[src/source/par_cfg.svh]
`ifndef PAR_CFG_SVH
`define PAR_CFG_SVH

// Number of worker cores sharing the global counter
// The prefix-sum logic scales from 2 to 8 cores
`define PAR_N_CORE 4

// Loop index width, indices are signed
`define PAR_GC_WIDTH 32

// Stride width, strides are unsigned and nonzero
`define PAR_GD_WIDTH 16

// Per-core accumulators and the reduced sum
// Wide enough that a few thousand large indices do not overflow
`define PAR_ACC_WIDTH 48

// Iteration counts, per core and total
`define PAR_CNT_WIDTH 24

`endif

[src/source/par_pkg.sv]
`default_nettype none

`include "par_cfg.svh"

package par_pkg;

	// Loop index handed out by the global counter
	typedef logic signed [`PAR_GC_WIDTH-1:0] gc_t;

	// Loop stride
	typedef logic [`PAR_GD_WIDTH-1:0] gd_t;

	// Sum of indices, signed since the base may be negative
	typedef logic signed [`PAR_ACC_WIDTH-1:0] acc_t;

	// Number of iterations done
	typedef logic [`PAR_CNT_WIDTH-1:0] cnt_t;

	// Running count of requests, must reach PAR_N_CORE
	typedef logic [$clog2(`PAR_N_CORE+1)-1:0] req_sum_t;

	// Worker FSM
	typedef enum logic [1:0] {
		W_IDLE,
		W_FETCH,
		W_BUSY,
		W_ENDED
	} worker_state_t;

	// Parent controller FSM
	typedef enum logic [1:0] {
		C_IDLE,
		C_FORK,
		C_RUN,
		C_REDUCE
	} ctrl_state_t;

endpackage

`default_nettype wire

[src/source/gc_dispenser.sv]
`timescale 1ns/10ps
`default_nettype none

`include "par_cfg.svh"

module gc_dispenser (
	input logic clk,
	input logic rst_n,
	input logic issue_fork,
	input par_pkg::gc_t fork_gc,
	input par_pkg::gd_t fork_gd,
	input logic [`PAR_N_CORE-1:0] gc_req_valid,
	output par_pkg::gc_t gc_assign [`PAR_N_CORE]
);
	import par_pkg::*;

	gc_t gc;
	gd_t gd;
	gc_t gc_plus [`PAR_N_CORE+1];
	req_sum_t req_sum [`PAR_N_CORE+1];

	// Candidate indices, counter plus 0..N strides
	for (genvar i = 0; i <= `PAR_N_CORE; i++) begin : g_plus
		assign gc_plus[i] = gc + gc_t'(gd) * gc_t'(i);
	end

	// Prefix sum of requests from lower numbered cores
	always_comb begin
		req_sum[0] = '0;
		for (int i = 0; i < `PAR_N_CORE; i++) begin
			req_sum[i+1] = req_sum[i] + req_sum_t'(gc_req_valid[i]);
		end
	end

	// Each requester gets the slot matching its rank among this cycle's requests
	for (genvar i = 0; i < `PAR_N_CORE; i++) begin : g_assign
		assign gc_assign[i] = gc_plus[req_sum[i]];
	end

	always_ff @(posedge clk) begin
		if (!rst_n) begin
			gc <= '0;
			gd <= '0;
		end else if (issue_fork) begin
			gc <= fork_gc;
			gd <= fork_gd;
		end else begin
			// Skip past every index given out this cycle
			gc <= gc_plus[req_sum[`PAR_N_CORE]];
		end
	end

	// Workers must be parked while the counter is reloaded
	a_no_req_on_fork: assert property (
		@(posedge clk) disable iff (!rst_n)
		issue_fork |-> gc_req_valid == '0
	);

endmodule

`default_nettype wire

[src/source/worker_core.sv]
`timescale 1ns/10ps
`default_nettype none

`include "par_cfg.svh"

module worker_core #(
	parameter int CORE_I = 0
) (
	input logic clk,
	input logic rst_n,
	input logic parallel,
	input logic issue_fork,
	input par_pkg::gc_t limit,
	input par_pkg::gc_t gc,
	output logic gc_req_valid,
	output logic ending,
	output par_pkg::acc_t acc,
	output par_pkg::cnt_t iter
);
	import par_pkg::*;

	worker_state_t state;
	gc_t cur_idx;
	logic [1:0] wait_cnt;
	logic in_range;
	logic work_done;

	// Signed limit test, done nowhere else
	assign in_range = gc < limit;

	assign gc_req_valid = state == W_FETCH;
	assign ending = state == W_ENDED;
	assign work_done = (state == W_BUSY) && (wait_cnt == 2'd0);

	always_ff @(posedge clk) begin
		if (!rst_n) begin
			state <= W_IDLE;
		end else if (!parallel) begin
			state <= W_IDLE;
		end else begin
			case (state)
				W_IDLE: state <= W_FETCH;
				W_FETCH: begin
					if (in_range) begin
						state <= W_BUSY;
					end else begin
						state <= W_ENDED;
					end
				end
				W_BUSY: begin
					if (work_done) begin
						state <= W_FETCH;
					end
				end
				// Stay ended until the parent drops parallel
				default: state <= W_ENDED;
			endcase
		end
	end

	// Index capture and busy countdown
	always_ff @(posedge clk) begin
		if (gc_req_valid) begin
			cur_idx <= gc;
			// Wrapping 2-bit add gives the mod 4
			wait_cnt <= gc[1:0] + 2'(CORE_I);
		end else if (state == W_BUSY) begin
			wait_cnt <= wait_cnt - 2'd1;
		end
	end

	// Private accumulator, cleared on every fork
	always_ff @(posedge clk) begin
		if (issue_fork) begin
			acc <= '0;
			iter <= '0;
		end else if (work_done) begin
			acc <= acc + acc_t'(cur_idx);
			iter <= iter + cnt_t'(1);
		end
	end

	// An ended worker takes no index and its result stays frozen
	a_no_req_after_end: assert property (
		@(posedge clk) disable iff (!rst_n)
		ending |=> !gc_req_valid && $stable(acc) && $stable(iter)
	);

	// Requests only while the parent has the loop running
	a_req_in_fetch: assert property (
		@(posedge clk) disable iff (!rst_n)
		gc_req_valid |-> (state == W_FETCH) && parallel
	);

endmodule

`default_nettype wire

[src/source/fork_control.sv]
`timescale 1ns/10ps
`default_nettype none

`include "par_cfg.svh"

module fork_control (
	input logic clk,
	input logic rst_n,
	input logic start,
	input par_pkg::gc_t base,
	input par_pkg::gd_t stride,
	input par_pkg::gc_t limit_in,
	input logic [`PAR_N_CORE-1:0] ending,
	input par_pkg::acc_t acc [`PAR_N_CORE],
	input par_pkg::cnt_t iter [`PAR_N_CORE],
	output logic issue_fork,
	output par_pkg::gc_t fork_gc,
	output par_pkg::gd_t fork_gd,
	output par_pkg::gc_t limit,
	output logic parallel,
	output logic busy,
	output logic done,
	output par_pkg::acc_t sum,
	output par_pkg::cnt_t count
);
	import par_pkg::*;

	ctrl_state_t state;
	logic all_ending;
	acc_t acc_total;
	cnt_t cnt_total;

	assign all_ending = &ending;

	assign issue_fork = state == C_FORK;
	assign parallel = state == C_RUN;
	assign busy = state != C_IDLE;

	always_ff @(posedge clk) begin
		if (!rst_n) begin
			state <= C_IDLE;
			done <= 1'b0;
		end else begin
			done <= 1'b0;
			case (state)
				C_IDLE: begin
					// Start is only looked at here, so a start while busy is dropped
					if (start) begin
						state <= C_FORK;
					end
				end
				C_FORK: state <= C_RUN;
				C_RUN: begin
					if (all_ending) begin
						state <= C_REDUCE;
					end
				end
				default: begin
					state <= C_IDLE;
					done <= 1'b1;
				end
			endcase
		end
	end

	// Command latch
	always_ff @(posedge clk) begin
		if (state == C_IDLE && start) begin
			fork_gc <= base;
			fork_gd <= stride;
			limit <= limit_in;
		end
	end

	// Reduction tree over all workers
	always_comb begin
		acc_total = '0;
		cnt_total = '0;
		for (int i = 0; i < `PAR_N_CORE; i++) begin
			acc_total = acc_total + acc[i];
			cnt_total = cnt_total + iter[i];
		end
	end

	// Results held until the next reduction
	always_ff @(posedge clk) begin
		if (state == C_REDUCE) begin
			sum <= acc_total;
			count <= cnt_total;
		end
	end

	// Reduction only sees workers that are all still ended
	a_done_after_reduce: assert property (
		@(posedge clk) disable iff (!rst_n)
		done |-> $past(state == C_REDUCE && all_ending)
	);

endmodule

`default_nettype wire

[src/source/par_top.sv]
`timescale 1ns/10ps
`default_nettype none

`include "par_cfg.svh"

module par_top (
	input logic clk,
	input logic rst_n,
	input logic start,
	input par_pkg::gc_t base,
	input par_pkg::gd_t stride,
	input par_pkg::gc_t limit,
	output logic busy,
	output logic done,
	output par_pkg::acc_t sum,
	output par_pkg::cnt_t count
);
	import par_pkg::*;

	logic issue_fork;
	logic parallel;
	gc_t fork_gc;
	gd_t fork_gd;
	gc_t run_limit;
	gc_t gc_assign [`PAR_N_CORE];
	logic [`PAR_N_CORE-1:0] gc_req_valid;
	logic [`PAR_N_CORE-1:0] ending;
	acc_t acc [`PAR_N_CORE];
	cnt_t iter [`PAR_N_CORE];

	fork_control fork_control_inst (
		.clk(clk),
		.rst_n(rst_n),
		.start(start),
		.base(base),
		.stride(stride),
		.limit_in(limit),
		.ending(ending),
		.acc(acc),
		.iter(iter),
		.issue_fork(issue_fork),
		.fork_gc(fork_gc),
		.fork_gd(fork_gd),
		.limit(run_limit),
		.parallel(parallel),
		.busy(busy),
		.done(done),
		.sum(sum),
		.count(count)
	);

	gc_dispenser gc_dispenser_inst (
		.clk(clk),
		.rst_n(rst_n),
		.issue_fork(issue_fork),
		.fork_gc(fork_gc),
		.fork_gd(fork_gd),
		.gc_req_valid(gc_req_valid),
		.gc_assign(gc_assign)
	);

	for (genvar i = 0; i < `PAR_N_CORE; i++) begin : g_core
		worker_core #(
			.CORE_I(i)
		) worker_core_inst (
			.clk(clk),
			.rst_n(rst_n),
			.parallel(parallel),
			.issue_fork(issue_fork),
			.limit(run_limit),
			.gc(gc_assign[i]),
			.gc_req_valid(gc_req_valid[i]),
			.ending(ending[i]),
			.acc(acc[i]),
			.iter(iter[i])
		);
	end

endmodule

`default_nettype wire

[config.mk]
export PLATFORM = sky130hd
export DESIGN_NAME = par_top
export DESIGN_NICKNAME = d
export VERILOG_FILES = /design/src/source/par_pkg.sv /design/src/source/gc_dispenser.sv /design/src/source/worker_core.sv /design/src/source/fork_control.sv /design/src/source/par_top.sv
export VERILOG_INCLUDE_DIRS = /design/src /design/src/source
export SDC_FILE = /design/constraint.sdc
export NUM_CORES = 2
export LEC_CHECK = 0
export BUFFER_PORTS_ARGS = -buffer_cell sky130_fd_sc_hd__buf_2
export CAP_MARGIN = 20
export CORE_MARGIN = 4
export CORE_UTILIZATION = 39
export CTS_CLUSTER_DIAMETER = 40
export CTS_CLUSTER_SIZE = 8
export DETAILED_ROUTE_END_ITERATION = 12
export SYNTH_ARGS = -nofsm -noshare
export SYNTH_HDL_FRONTEND = slang
export SYNTH_SLANG_ARGS = --single-unit
[constraint.sdc]
create_clock -name clk -period 8.5 [get_ports clk]
set_clock_uncertainty 0.2 [all_clocks]
set_input_delay 0.425 -clock clk [delete_from_list [all_inputs] [get_ports clk]]
set_output_delay 0.425 -clock clk [all_outputs]
set_load 0.05 [all_outputs]
## Yosys cells after proc, flatten, opt, wreduce, memory -nomap -nowiden

Cells that the tools add are included.
W data, S select, Z words.

- Add/sub/neg operators: 28
- Multiply operators: 1
- Order comparisons: 8
- Eq/ne operators: 21
- Muxes and demuxes: 37
- Bitwise gates (word level): 4
- Reduce and logical (&&, ||, !) cells: 23

Operators by type and width:

| cell | number |
|---|---|
| $bmux W32 S3 | 4 |
| $mux W32 | 9 |
| $add A48 B32 Y48 | 4 |
| $add A48 B48 Y48 | 3 |
| $lt A32 B32 Y1 | 4 |
| $add A24 B1 Y24 const B | 4 |
| $add A24 B24 Y24 | 3 |
| $add A32 B17 Y32 | 1 |
| $add A32 B18 Y32 | 1 |
| $add A32 B19 Y32 | 1 |
| $add A32 B32 Y32 | 1 |
| $pmux W2 S3 | 5 |
| $mux W2 | 14 |
| $eq A2 B2 Y1 const B | 10 |
| $logic_not A2 Y1 | 9 |
| $mul A16 B2 Y18 const B | 1 |
| $ge A4 B4 Y1 const B | 4 |
| $not A3 Y4 | 3 |
| $eq A2 B1 Y1 const B | 5 |
| $reduce_bool A2 Y1 | 5 |
| $ne A2 B1 Y1 const B | 4 |
| $sub A2 B1 Y2 const B | 4 |
| $add A3 B1 Y3 | 2 |
| $logic_and A1 B1 Y1 | 5 |
| 9 further kinds | 16 |

- Bits in registers: 635
- Output and inout bits: 74

## Longest topological paths before layout

- Word-level depth: 10
- Gate-level depth with buffers: 35
- Depth with buffers taken out: 34

## Hierarchy

From an unflattened synthesis, not the netlist that was laid out.

- Cells, all modules: 6045
- Area, all modules: 52721.8 um^2

By module, submodules not included:

| module | times used | cells each | area an instance (um^2) | seq. area each (um^2) |
|---|---|---|---|---|
| fork_control | 1 | 1143 | 12443.2 | 4624.4 |
| gc_dispenser | 1 | 1433 | 10561.4 | 960.9 |
| worker_core at g_core[1].worker_core_inst | 1 | 877 | 7624.8 | 2502.4 |
| worker_core at g_core[2].worker_core_inst | 1 | 876 | 7473.4 | 2502.4 |
| worker_core at g_core[0].worker_core_inst | 1 | 867 | 7382.1 | 2502.4 |
| worker_core at g_core[3].worker_core_inst | 1 | 849 | 7236.9 | 2502.4 |

## Worst setup path before layout

Ideal clock, no wire load.

- Path kind: flip-flop to flip-flop
- Start point: reg gc_dispenser_inst.gd[1]
- End point: reg g_core[2].worker_core_inst.state[0]
- Setup time: 124 ps
- Data arrival time: 5902 ps
- Data required time: 8176 ps
- Slack: 2274 ps
- Cell stages (with the launch flop): 33
- Cell sequence: dfxtp_1 -> ha_1 -> inv_1 -> fa_1 -> nor2b_1 -> o21ai_0 -> a21boi_0 -> o21ai_0 -> a21oi_1 -> o21ai_0 -> a21oi_1 -> o32a_1 -> nand4_1 -> o311a_1 -> ha_1 -> clkbuf_1 -> nand2_1 -> nor3_1 -> and3_1 -> and3b_1 -> o21ai_0 -> a31oi_1 -> nor2b_1 -> xnor2_1 -> ha_1 -> a21o_1 -> a21o_1 -> a21oi_1 -> nor2b_1 -> o21ai_0 -> o311ai_0 -> a21oi_1 -> nor3_1

- Longest elaborated chain between the ends: 8

Ends and longest elaborated chain:

| element | line | source |
|---|---|---|
| from (decl) | gc_dispenser.sv:18 | `gd_t gd;` |
| from (signal assigned) | gc_dispenser.sv:46 | `gd <= fork_gd;` |
| $mul A16 B2 Y18 | gc_dispenser.sv:24 | `assign gc_plus[i] = gc + gc_t'(gd) * gc_t'(i);` |
| $add A32 B32 Y32 | gc_dispenser.sv:24 |  |
| $bmux W32 S3 (*) | gc_dispenser.sv:37 | `assign gc_assign[i] = gc_plus[req_sum[i]];` |
| $mux W32 (implied by the code) (*) (2 in series) | gc_dispenser.sv:37 |  |
| net g_core[2].worker_core_inst.gc[25] | worker_core.sv:14 | `input par_pkg::gc_t gc,` |
| $lt A32 B32 Y1 (*) | worker_core.sv:29 | `assign in_range = gc < limit;` |
| $mux W1 (*) | worker_core.sv:44 | `if (in_range) begin` |
| $pmux W2 S3 (*) | worker_core.sv:41 | `case (state)` |
| to (signal assigned) | worker_core.sv:42 | `W_IDLE: state <= W_FETCH;` |
| to (signal assigned) | worker_core.sv:45 | `state <= W_BUSY;` |
| to (signal assigned) | worker_core.sv:47 | `state <= W_ENDED;` |
| to (decl) | worker_core.sv:22 | `worker_state_t state;` |

Mark *: on every way through the listed nets, which the timed path passes. The rest lies on a longest branch. The select of a mux whose other input is x is not followed.
A chain may end at the register's enable or synchronous reset.

## Worst setup path in the final report

- Start point: reg gc_dispenser_inst.gd[1]
- End point: reg g_core[3].worker_core_inst.state[0]

- Longest elaborated chain between the ends: 8

Ends and longest elaborated chain:

| element | line |
|---|---|
| $mul A16 B2 Y18 | gc_dispenser.sv:24 |
| $add A32 B32 Y32 | gc_dispenser.sv:24 |
| $bmux W32 S3 (*) | gc_dispenser.sv:37 |
| $mux W32 (implied by the code) (*) (2 in series) | gc_dispenser.sv:37 |
| net g_core[3].worker_core_inst.gc[18] | worker_core.sv:14 |
| $lt A32 B32 Y1 (*) | worker_core.sv:29 |
| $mux W1 (*) | worker_core.sv:44 |
| $pmux W2 S3 (*) | worker_core.sv:41 |
| to (signal assigned) | worker_core.sv:42 |
| to (signal assigned) | worker_core.sv:45 |
| to (signal assigned) | worker_core.sv:47 |
| to (decl) | worker_core.sv:22 |

Marked as above.

==> impl_metrics.csv <==
group,metric,value,unit
power_and_ir_drop,power.density,242,nW/µm²
timing,slew_headroom,29.6,%
status,status,"finished clean",
place,dp_hpwl,123000,µm
detailed_routing,num_vias,43200,
place,io_buffers,156,
yosys,synth_top_area_share,17.5,%
clock_tree,ctsResizeCount,0,
detailed_routing,post_drt_via_cell_ratio,5.78,
yosys,synth_area_leaders,"edfxtp_1 (17%), dfxtp_1 (14%), ha_1 (13%)",
yosys,synth-edff-count,288,
timing,fin_crit,7.36,ns
yosys,ys_warn_count,0,
detailed_routing,drc_errors,0,
finish,drive_gt1_share,9.23,%
worst_setup_path,crit_type,"reg -> reg",
floorplan,start_util,39.3,%
worst_setup_path,end_kind,"flop",
detailed_routing,postRouteAntennaNets,0,
detailed_routing,wirelength,161000,µm
floorplan,num_rows,130,
yosys,yosys.area_share.adder,18.7,%
global_routing,grt_max_degree,187,
power_and_ir_drop,power,13900,µW
finish,syn_to_final_growth,16.4,%
floorplan,die_x,364,µm
yosys,syn_inst,5494,
place,gp_congestion,0.951,
yosys,async_flop_share,0,%
timing,holdWs,0.0883,ns
floorplan,die_area,133000,µm²
yosys,synth.avg_cell_area,9.01,µm²
global_routing,overflow,0,
power_and_ir_drop,ir_drop,0.218,mV
worst_setup_path,startpoint_type,"flop",
detailed_routing,first_pass_iters,6,
yosys,synth_top_family_by_area,"compound AO/OA/AOI/OAI gates",
yosys,synthXorXnorAreaFrac,6.92,%
place,pre_cts_ws,1.29,ns
global_routing,grt_pass1_vias,42100,
global_routing,antenna_found_initial,1,
timing,tightest_slew,1.06,ns
timing,slew_violations,0,
timing,finalWorstSetupSlack,1.14,ns
timing,fin_crit_sh,86.5,%
finish,register_area,15600,µm²
yosys,synthFlopType,"dfxtp_1",
finish,diodes,0,
worst_setup_path,crit_fanout,10,
detailed_routing,drt_iter0_markers,3610,
yosys,ys_seq_area_share,31.5,%
floorplan,fp.dieH,364,µm
clock_tree,clockBufferDepth,3,
worst_setup_path,critPathBufInv,1,
timing,fmax,136,MHz
finish,final_net_count,6441,
power_and_ir_drop,power_switching,5180,µW
global_routing,grt_pass1_wl,246000,µm
yosys,ys_ff_latch,635,
floorplan,coreArea,126000,µm²
hold_path,hold_path_class,"in -> reg",
timing,hold_violations,0,
power_and_ir_drop,pwr-share-comb,31.9,%
floorplan,io_pins,157,
timing,fin_tns_setup,0,ns
power_and_ir_drop,seq_power_share,28.5,%
clock_tree,cts_setup_buffers,0,
timing,setup_violations,0,
finish,fillers,12000,
yosys,synthMuxAreaShare,2.63,%
power_and_ir_drop,power_leakage,0.0254,µW
worst_setup_path,crit_top_cell,"a21oi_1",
clock_tree,cts_htree_levels,4,
timing,rsz0062_at_grt,"false",
clock_tree,cts_buffers,135,
clock_tree,clock_sinks,635,
power_and_ir_drop,swShare,37.2,%
worst_setup_path,cp_top_family,"compound AO/OA/AOI/OAI gates",
clock_tree,cts-root-buf,"clkbuf_16",
worst_setup_path,critPathSlowestCell,"o32ai_1",
yosys,synth_common_cells,"nand2_1 (594), a21oi_1 (535), ha_1 (499)",
worst_setup_path,max_stage_delay,0.62,ns
detailed_routing,wire_per_inst,21.6,µm
power_and_ir_drop,clkPwrFrac,39.6,%
yosys,synth_area,49500,µm²
clock_tree,insertion_delay,0.76,ns
yosys,synth_compound_area_share,21.3,%
yosys,yosysMostFrequentCell,"nand2_1",
run,maxCapViolCount,0,
power_and_ir_drop,p_int,8750,µW
yosys,syn_nets,6227,
clock_tree,clkTransAtPathRegs,0.05,ns
clock_tree,cts_tree,"done",
worst_setup_path,arrival,7.78,ns
finish,multi_input_area,32400,µm²
worst_setup_path,critPathRequiredTime,8.93,ns
yosys,synth_cell_type_count,95,
yosys,synth_area_leader_cell,"edfxtp_1",
yosys,synth-simple-area-share,15.8,%
global_routing,grtUsageTotal,23.8,%
-- registers in the layout, indices dropped and copies added, names as in the netlist --
signal	count
fork_control_inst.sum	48
gc_dispenser_inst.gc	32
gc_dispenser_inst.gd	16
g_core.worker_core_inst.cur_idx	128
fork_control_inst.count	24
g_core.worker_core_inst.state	8
g_core.worker_core_inst.iter	96
g_core.worker_core_inst.wait_cnt	8
fork_control_inst.fork_gc	32
g_core.worker_core_inst.acc	192
fork_control_inst.fork_gd	16
fork_control_inst.limit	32
fork_control_inst.state	2
fork_control_inst.done	1
-- power groups by stage --
stage                     Sequential [µW]  Clock [µW]  Combinational (µW)
final                                3970        5510                4450
after global routing                 3990        5760                4830
after global placement               4000           0                4280
after detailed placement             4010           0                4310
after floorplan                      3880           0                2910
after CTS                            3950        5620                4370
-- cell families after synthesis --
family / count (synthesis)
buffers and inverters: 397
DFF: 635
adders and majority gates: 650
AOI/OAI and AO/OA: 1638
and+or+nand+nor: 1682
muxes: 101
xor gates and xnor gates: 391
-- cell type report --
| cell class | instances | area share, % |
|---|---|---|
| Multi-Input combinational cell | 4462 | 56.3 |
| Sequential cell | 635 | 27.1 |
| Clock buffer | 177 | 6.53 |
| Tap cell | 1650 | 3.58 |
| Timing Repair Buffer | 295 | 3.53 |
| Clock inverter | 70 | 1.79 |
| Inverter | 179 | 1.17 |
-- stage by stage --
step                      std cells  util, %  area, µm²
after global routing           7468     45.8      57600
final                          7468     45.8      57600
after CTS                      7467     45.8      57600
after detailed placement       7139     41.3      52000
after global placement         7138     41.3      52000
after floorplan                5494        -      49500
-- placed cells by master, fill, tap and decap left out, types with 18 or more instances in the layout --
cell type	count
xnor2_1	246
a21oi_1	535
a31oi_1	55
fa_1	151
o221ai_1	21
nand2b_1	49
o22ai_1	22
nand2_1	590
a21o_1	236
o21bai_1	47
o31ai_1	25
a21boi_0	18
ha_1	493
and2_1	31
nor3_1	105
nand4_1	70
mux2_2	23
nand3_1	145
clkbuf_1	24
mux4_2	21
o21ai_0	286
o21a_1	68
o211ai_1	40
dlygate4sd3_1	81
or3_1	45
edfxtp_1	288
mux2i_1	57
dfxtp_1	347
nor2_1	401
nor2b_1	65
buf_2	158
clkbuf_16	139
inv_1	175
xor2_1	145
buf_4	55
a211oi_1	52
and3_1	78
-- tightest hold or removal path: stages --
cell	delay [ns]
buf_2	0.09
buf_4	0.27
o211a_1	0.18
-- repair_timing --
item,CTS,global route
endpoints found under the hold margin,82,0
hold buffers,81,0
endpoints found under the setup margin,0,0
-- worst paths after layout --
kind,to,cells past startpoint,startpoint,slack [ns]
worst max-delay path,g_core[3].worker_core_inst.state[0],33,gc_dispenser_inst.gd[1],1.14
worst min register to register,gc_dispenser_inst.gc[0],2,fork_control_inst.fork_gc[0],0.27
worst max register to register,g_core[3].worker_core_inst.state[0],33,gc_dispenser_inst.gd[1],1.14
worst min-delay path,gc_dispenser_inst.gc[20],3,rst_n,0.09
-- metal layers --
| layer | vias to the layer above | share of wire, % | track usage (%) |
|---|---|---|---|
| met5 | - | 0 | 0 |
| met4 | 0 | 3.4 | 8.58 |
| met3 | 294 | 6.6 | 3.82 |
| met2 | 1573 | 44 | 37.4 |
| met1 | 20600 | 46 | 33.2 |
| li1 | 20700 | - | - |
(Power assumes the default switching activity.)
